$ cat src/bridge_pkg.sv
`default_nettype none

package bridge_pkg;

    //////////////////////////////
    // bus types

    typedef logic [31:0] bridge_addr_t;
    typedef logic [31:0] bridge_data_t;

    // byte offset inside the 256 byte register window
    typedef logic [7:0] bridge_off_t;

    // one bridge request as seen by the register block
    typedef struct packed {
        bridge_addr_t addr;
        logic         rd;
        logic         wr;
        bridge_data_t wr_data;
    } bridge_req_t;

    //////////////////////////////
    // register map

    // word offsets inside one slot window
    localparam bridge_off_t reg_key     = 8'h00;
    localparam bridge_off_t reg_joy     = 8'h04;
    localparam bridge_off_t reg_trig    = 8'h08;
    localparam bridge_off_t reg_press   = 8'h0C;
    localparam bridge_off_t reg_release = 8'h10;
    localparam bridge_off_t reg_frames  = 8'h14;

    localparam bridge_off_t slot_stride = 8'h20;

    // slot count word, just past the last slot window
    localparam bridge_off_t reg_info    = 8'h80;

endpackage

`default_nettype wire

$ cat src/cont_pkg.sv
`default_nettype none

package cont_pkg;

    // one slot per controller port group on the top
    localparam int num_cont = 4;

    // button bitmap, bit 0 first
    //   dpad up, down, left, right
    //   face a, b, x, y
    //   l1, r1, l2, r2, l3, r3
    //   select, start
    typedef logic [15:0] cont_btn_t;

    //////////////////////////////
    // raw controller words

    // key word; cont_type is the 4 bit type field at the top
    typedef struct packed {
        logic [3:0]  cont_type;
        logic [11:0] reserved;
        cont_btn_t   buttons;
    } cont_key_t;

    // analog sticks, unsigned
    typedef struct packed {
        logic [7:0] rstick_y;
        logic [7:0] rstick_x;
        logic [7:0] lstick_y;
        logic [7:0] lstick_x;
    } cont_joy_t;

    // analog triggers, unsigned
    typedef struct packed {
        logic [7:0] rtrig;
        logic [7:0] ltrig;
    } cont_trig_t;

    //////////////////////////////
    // slot types

    // one controller as sampled at vblank
    typedef struct packed {
        cont_key_t  key;
        cont_joy_t  joy;
        cont_trig_t trig;
    } cont_state_t;

    // what a slot presents to the register block
    typedef struct packed {
        cont_state_t state;
        cont_btn_t   pressed;
        cont_btn_t   released;
        cont_btn_t   frames;
    } cont_status_t;

endpackage

`default_nettype wire

$ cat src/bridge_regs.sv
`timescale 1ns/100ps
`default_nettype none

module bridge_regs import bridge_pkg::*, cont_pkg::*; #(
    parameter bridge_addr_t bridge_base = 32'h2000_0000
) (
    input  logic         clk_74a,
    input  logic         rst_n,
    input  bridge_req_t  req,
    input  cont_status_t status [num_cont],
    output bridge_data_t rd_data,
    output cont_btn_t    clr_press [num_cont],
    output cont_btn_t    clr_release [num_cont]
);

    localparam int stride_lsb = $clog2(slot_stride);

    logic                  in_win;
    bridge_off_t           win_off;
    bridge_off_t           reg_off;
    logic [7-stride_lsb:0] slot_idx;
    bridge_data_t          rd_mux;

    // pick one field of a slot, narrow ones zero extended
    function automatic bridge_data_t field_sel(cont_status_t st, bridge_off_t off);
        bridge_data_t val;
        case (off)
            reg_key:     val = st.state.key;
            reg_joy:     val = st.state.joy;
            reg_trig:    val = {16'd0, st.state.trig};
            reg_press:   val = {16'd0, st.pressed};
            reg_release: val = {16'd0, st.released};
            reg_frames:  val = {16'd0, st.frames};
            default:     val = '0;
        endcase
        return val;
    endfunction

    //////////////////////////////
    // address decode

    // base sits on a 256 byte boundary
    assign in_win   = (req.addr[31:8] == bridge_base[31:8]);
    assign win_off  = req.addr[7:0];
    assign reg_off  = win_off & (slot_stride - 8'd1);
    assign slot_idx = win_off[7:stride_lsb];

    //////////////////////////////
    // read path

    // anything outside the map reads as zero
    always_comb begin
        rd_mux = '0;
        if (in_win) begin
            if (win_off == reg_info) begin
                rd_mux = {24'd0, 8'(num_cont)};
            end
            for (int i = 0; i < num_cont; i++) begin
                if (slot_idx == i) begin
                    rd_mux = field_sel(status[i], reg_off);
                end
            end
        end
    end

    // held until the next read strobe
    always_ff @(posedge clk_74a or negedge rst_n) begin
        if (!rst_n) begin
            rd_data <= '0;
        end else if (req.rd) begin
            rd_data <= rd_mux;
        end
    end

    //////////////////////////////
    // write one to clear

    // masks live for a single cycle
    always_ff @(posedge clk_74a or negedge rst_n) begin
        if (!rst_n) begin
            for (int i = 0; i < num_cont; i++) begin
                clr_press[i]   <= '0;
                clr_release[i] <= '0;
            end
        end else begin
            for (int i = 0; i < num_cont; i++) begin
                clr_press[i]   <= '0;
                clr_release[i] <= '0;
                if (req.wr && in_win && slot_idx == i) begin
                    if (reg_off == reg_press) begin
                        clr_press[i] <= req.wr_data[15:0];
                    end
                    if (reg_off == reg_release) begin
                        clr_release[i] <= req.wr_data[15:0];
                    end
                end
            end
        end
    end

endmodule

`default_nettype wire

$ cat src/controller_capture.sv
`timescale 1ns/100ps
`default_nettype none

module controller_capture import cont_pkg::*; (
    input  logic        clk_74a,
    input  logic        rst_n,
    input  logic        vblank,
    input  cont_state_t raw [num_cont],
    output logic        sample,
    output cont_state_t frame [num_cont]
);

    logic vb_meta;
    logic vb_sync;
    logic vb_last;
    logic vb_rise;

    //////////////////////////////
    // vblank synchronizer

    // dock vblank is not related to clk_74a
    always_ff @(posedge clk_74a or negedge rst_n) begin
        if (!rst_n) begin
            vb_meta <= 1'b0;
            vb_sync <= 1'b0;
        end else begin
            vb_meta <= vblank;
            vb_sync <= vb_meta;
        end
    end

    // edge flop
    always_ff @(posedge clk_74a or negedge rst_n) begin
        if (!rst_n) begin
            vb_last <= 1'b0;
        end else begin
            vb_last <= vb_sync;
        end
    end

    assign vb_rise = vb_sync & ~vb_last;

    //////////////////////////////
    // frame snapshot

    // one cycle strobe, lines up with the new frame
    always_ff @(posedge clk_74a or negedge rst_n) begin
        if (!rst_n) begin
            sample <= 1'b0;
        end else begin
            sample <= vb_rise;
        end
    end

    // all ports copied on the same edge
    // so software never sees a mix of two frames
    always_ff @(posedge clk_74a) begin
        if (vb_rise) begin
            for (int i = 0; i < num_cont; i++) begin
                frame[i] <= raw[i];
            end
        end
    end

endmodule

`default_nettype wire

$ cat src/controller_core_top.sv
`timescale 1ns/100ps
`default_nettype none

module controller_core_top import bridge_pkg::*, cont_pkg::*; #(
    parameter bridge_addr_t bridge_base = 32'h2000_0000
) (
    input  logic         clk_74a,
    input  logic         rst_n,

    // dock vblank, asynchronous
    input  logic         vblank,

    // controller ports, synchronous to clk_74a
    input  logic [31:0]  cont1_key,
    input  logic [31:0]  cont2_key,
    input  logic [31:0]  cont3_key,
    input  logic [31:0]  cont4_key,
    input  logic [31:0]  cont1_joy,
    input  logic [31:0]  cont2_joy,
    input  logic [31:0]  cont3_joy,
    input  logic [31:0]  cont4_joy,
    input  logic [15:0]  cont1_trig,
    input  logic [15:0]  cont2_trig,
    input  logic [15:0]  cont3_trig,
    input  logic [15:0]  cont4_trig,

    // bridge bus
    input  bridge_addr_t bridge_addr,
    input  logic         bridge_rd,
    input  logic         bridge_wr,
    input  bridge_data_t bridge_wr_data,
    output bridge_data_t bridge_rd_data
);

    bridge_req_t  bridge_req;
    cont_state_t  raw [num_cont];
    cont_state_t  frame [num_cont];
    logic         sample;
    cont_status_t status [num_cont];
    cont_btn_t    clr_press [num_cont];
    cont_btn_t    clr_release [num_cont];

    //////////////////////////////
    // port packing

    assign raw[0] = '{key: cont1_key, joy: cont1_joy, trig: cont1_trig};
    assign raw[1] = '{key: cont2_key, joy: cont2_joy, trig: cont2_trig};
    assign raw[2] = '{key: cont3_key, joy: cont3_joy, trig: cont3_trig};
    assign raw[3] = '{key: cont4_key, joy: cont4_joy, trig: cont4_trig};

    assign bridge_req = '{
        addr:    bridge_addr,
        rd:      bridge_rd,
        wr:      bridge_wr,
        wr_data: bridge_wr_data
    };

    //////////////////////////////
    // capture, slots, registers

    controller_capture u_capture (
        .clk_74a (clk_74a),
        .rst_n   (rst_n),
        .vblank  (vblank),
        .raw     (raw),
        .sample  (sample),
        .frame   (frame)
    );

    for (genvar i = 0; i < num_cont; i++) begin : g_slot
        controller_slot u_slot (
            .clk_74a     (clk_74a),
            .rst_n       (rst_n),
            .sample      (sample),
            .frame_in    (frame[i]),
            .clr_press   (clr_press[i]),
            .clr_release (clr_release[i]),
            .status      (status[i])
        );
    end

    bridge_regs #(
        .bridge_base (bridge_base)
    ) u_regs (
        .clk_74a     (clk_74a),
        .rst_n       (rst_n),
        .req         (bridge_req),
        .status      (status),
        .rd_data     (bridge_rd_data),
        .clr_press   (clr_press),
        .clr_release (clr_release)
    );

endmodule

`default_nettype wire

$ cat src/controller_slot.sv
`timescale 1ns/100ps
`default_nettype none

module controller_slot import cont_pkg::*; (
    input  logic         clk_74a,
    input  logic         rst_n,
    input  logic         sample,
    input  cont_state_t  frame_in,
    input  cont_btn_t    clr_press,
    input  cont_btn_t    clr_release,
    output cont_status_t status
);

    cont_state_t state_q;
    cont_btn_t   press_q;
    cont_btn_t   release_q;
    cont_btn_t   frames_q;
    cont_btn_t   btn_rise;
    cont_btn_t   btn_fall;

    //////////////////////////////
    // button edges

    // new frame against the stored one
    // zero whenever no sample is taken
    always_comb begin
        btn_rise = '0;
        btn_fall = '0;
        if (sample) begin
            btn_rise = frame_in.key.buttons & ~state_q.key.buttons;
            btn_fall = ~frame_in.key.buttons & state_q.key.buttons;
        end
    end

    //////////////////////////////
    // frame state

    // cleared state means all buttons released
    always_ff @(posedge clk_74a or negedge rst_n) begin
        if (!rst_n) begin
            state_q  <= '0;
            frames_q <= '0;
        end else if (sample) begin
            state_q  <= frame_in;
            // free running, wraps at 16 bits
            frames_q <= frames_q + 16'd1;
        end
    end

    //////////////////////////////
    // sticky latches

    // a new edge wins over a clear of the same bit
    always_ff @(posedge clk_74a or negedge rst_n) begin
        if (!rst_n) begin
            press_q   <= '0;
            release_q <= '0;
        end else begin
            press_q   <= (press_q & ~clr_press) | btn_rise;
            release_q <= (release_q & ~clr_release) | btn_fall;
        end
    end

    assign status = '{
        state:    state_q,
        pressed:  press_q,
        released: release_q,
        frames:   frames_q
    };

endmodule

`default_nettype wire

$ cat config.mk
export PLATFORM = sky130hd
export DESIGN_NAME = controller_core_top
export DESIGN_NICKNAME = d
export VERILOG_FILES = /design/src/bridge_pkg.sv /design/src/cont_pkg.sv /design/src/bridge_regs.sv /design/src/controller_capture.sv /design/src/controller_core_top.sv /design/src/controller_slot.sv
export SDC_FILE = /design/constraint.sdc
export NUM_CORES = 1
export LEC_CHECK = 0
export BUFFER_PORTS_ARGS = -buffer_cell sky130_fd_sc_hd__clkbuf_2
export CAP_MARGIN = 10
export CORE_MARGIN = 5
export CORE_UTILIZATION = 58
export CTS_BUF_LIST = sky130_fd_sc_hd__clkbuf_4 sky130_fd_sc_hd__clkbuf_8 sky130_fd_sc_hd__clkbuf_16
export CTS_CLUSTER_DIAMETER = 200
export DETAILED_ROUTE_END_ITERATION = 10
export HOLD_SLACK_MARGIN = 0.15
export PLACE_DENSITY = 0.79
export REMOVE_ABC_BUFFERS = 1
export SLEW_MARGIN = 10
export SYNTH_ARGS = -nofsm -noshare
export SYNTH_HDL_FRONTEND = slang
export SYNTH_SLANG_ARGS = --single-unit
$ cat constraint.sdc
create_clock -name clk_74a -period 23 [get_ports clk_74a]
set_input_delay 1.15 -clock clk_74a [delete_from_list [all_inputs] [get_ports clk_74a]]
set_output_delay 1.15 -clock clk_74a [all_outputs]
set_load 0.03 [all_outputs]
==> results.cfg <==
[clock_tree]
cts_sinks = 996
postCtsSetupRepairBufs = 0
root_buffer = clkbuf_16
cts_max_path_buffers = 3
h-tree-depth = 3
cts_tree = yes
post_cts_resized = 0
clk_pin_slew_ns = 0.06
cts_buffers = 98
clock_latency_ns = 0.63
hold_buffers = 0

[yosys]
yosysMostFrequentCell = dfrtp_1
avgSynthCellArea_um2 = 13.6
yosys.cell_types.count = 54
postSynthCellCount = 2778
yosysTopAreaCellShare_pct = 44.8
synth_seq_cells = 996
synth_area_leader_cell = dfrtp_1
synth.yosys.warnings = 0
synthTopCellsByArea = dfrtp_1 (45%), edfxtp_1 (25%), mux2_2 (7.7%)
synth_edf_count = 320
synth_flop_cell = dfrtp_1
syn-cell-area_mm2 = 0.0377
synth.top_cells.by_count = dfrtp_1 (676), edfxtp_1 (320), mux2_2 (257)
ys_async_sr_fraction_pct = 67.9
synth-seq-area-share_pct = 70.3

[timing]
maxSlewViolCount = 0
worstMarginPinSlew_ns = 1.33
grt_setup_unrepaired = no
slew_headroom_pct = 11.2
tns_ns = 0
timing.final.crit_share_pct = 19.5
fmax_ghz = 0.224
layout_min_cycle_time_ns = 4.47
hold_viol = 0
skew_ns = 0.0144
setup_violations = 0

[global_routing]
grt_overflow = 0
use_met3_pct = 6.47
track_usage_pct = 27.9
use_met2_pct = 44.3
grt_max_degree = 210
gr-usage-met1_pct = 36.8
grt_pass1_vias = 26256
antenna_found_initial = 31
grt_pass1_wl_mm = 151
busiest_layer = met2

[placement]
dp_hpwl_mm = 63.0
io_buffers = 404
place_inst = 3931
gp_congestion = 0.870

[final_layout]
multi_input_area_mm2 = 0.00982
syn_to_final_growth_pct = 16.8
nNetsFinal = 3569
final_cells = 4140
drive_gt1_share_pct = 28.2
n_fill_cell = 4420
regArea_mm2 = 0.0265

[drt]
drt_iter0_drc = 2525
wl_per_cell_um = 24.0
viasPerCell = 6.03
ant_nets = 0
dr.pass1.iters = 6
vias = 24974
wl_mm = 99.5
drc = 0

[critical_path]
cp.arrival_ns = 5.00
critPathMaxFanout = 67
crit_type = in2reg
critPathRequiredTime_ns = 23.53
crit_path_start_kind = input pin
cp-end-kind = flip-flop

[pwr]
leakage_uw = 0.0190
p_per_area_mw_per_mm2 = 91.1
ir_worst_vdd_mv = 0.0640

[die]
core_area_mm2 = 0.0645
dieHeight_um = 265
die_w_um = 265
rows = 93
die_area_mm2 = 0.0702
start_util_pct = 58.5
io_pins = 421

[outcome]
status = finished, final reports clean

[worst_hold_path]
hp-class = reg2reg

[flow_run]
maxCapViolCount = 0
==> worst max-delay path: stages <==
cell and delay, ns:
clkbuf_2 0.48, nand2b_1 0.33, nor2_4 0.71, buf_4 0.60, buf_4 0.79, a22oi_1 0.20
o22ai_1 0.19, nor2_1 0.10, o41ai_2 0.32
==> report_power, final <==
part / leakage [uW] / switching, uW / internal [uW]
Clock: 0.00172 / 658 / 998
Sequential: 0.0111 / 104 / 1980
Combinational: 0.00618 / 145 / 132
Total: 0.0190 / 907 / 3110
==> kinds of logic after synthesis <==
group	share of synthesized area [%]
AO/OA/AOI/OAI	10.0
XOR/XNOR	1.39
adder cells (fa/ha/maj)	0.133
buffers and inverters	3.81
flip-flops	70.3
multiplexers	7.93
AND/OR/NAND/NOR	6.43
==> sequential cells by signal, summed over array words and instances, names as in the netlist <==
| register | count |
|---|---|
| g_slot.u_slot.release_q | 64 |
| u_regs.rd_data | 32 |
| g_slot.u_slot.frames_q | 64 |
| u_capture.frame | 320 |
| u_regs.clr_press | 64 |
| u_regs.clr_release | 64 |
| u_capture.vb_last | 1 |
| u_capture.sample | 1 |
| g_slot.u_slot.status | 320 |
| u_capture.vb_meta | 1 |
| u_capture.vb_sync | 1 |
| g_slot.u_slot.press_q | 64 |
==> worst paths after layout <==
check / from / endpoint / slack (ns) / cells past startpoint
min: u_capture.vb_meta / u_capture.vb_sync / 0.35 / 0
min in group asynchronous: rst_n / u_capture.vb_sync / 0.52 / 1
max reg2reg: u_capture.sample / g_slot[1].u_slot.status[94] / 19.62 / 3
max: bridge_addr[2] / u_regs.rd_data[25] / 18.53 / 9
min reg2reg: u_capture.vb_meta / u_capture.vb_sync / 0.35 / 0
max in group asynchronous: rst_n / g_slot[3].u_slot.release_q[9] / 19.13 / 4
==> layout make-up <==
cell class | count | area share, %
inverters | 218 | 1.86
multi-input cells | 1417 | 22.3
clock buffers | 149 | 6.87
flip-flops and latches | 996 | 60.2
clock inverters | 33 | 0.844
diodes | 27 | 0.153
well taps | 855 | 2.43
repair buffers | 445 | 5.34
==> layout by cell type (no fill, tap or decap), types with 38 or more instances in the layout <==
cell type,synthesis,layout
a21oi_1,79,79
a221oi_1,54,54
a22oi_1,96,96
and3_1,39,38
buf_4,6,40
clkbuf_16,0,104
clkbuf_2,0,403
dfrtp_1,676,675
edfxtp_1,320,320
inv_1,218,218
mux2_2,257,257
nand2_1,243,242
nand3_1,44,43
nor2_1,153,153
o21ai_0,70,70
o22ai_1,147,147
xnor2_1,41,41
==> stage by stage <==
stage	total power [uW]	cell area, um^2	hold WS, ns	util (%)	setup WS [ns]
after global routing	4160	44000	0.378	68.3	18.36
after floorplan	2270	37100	0.331	-	6.99
after CTS	4040	44000	0.355	68.2	18.63
after detailed placement	2380	40600	0.341	63.0	17.98
after global placement	2360	40600	0.339	63.0	18.07
final	4010	44100	0.348	68.3	18.53
==> metal layers <==
layer | part of all wire (%) | vias to the layer above
met1 | 38 | 12635
met3 | 8.6 | 304
li1 | - | 10800
met2 | 49 | 1225
met5 | 0.075 | -
met4 | 5.1 | 10
Power figures use the tool's default switching activity.
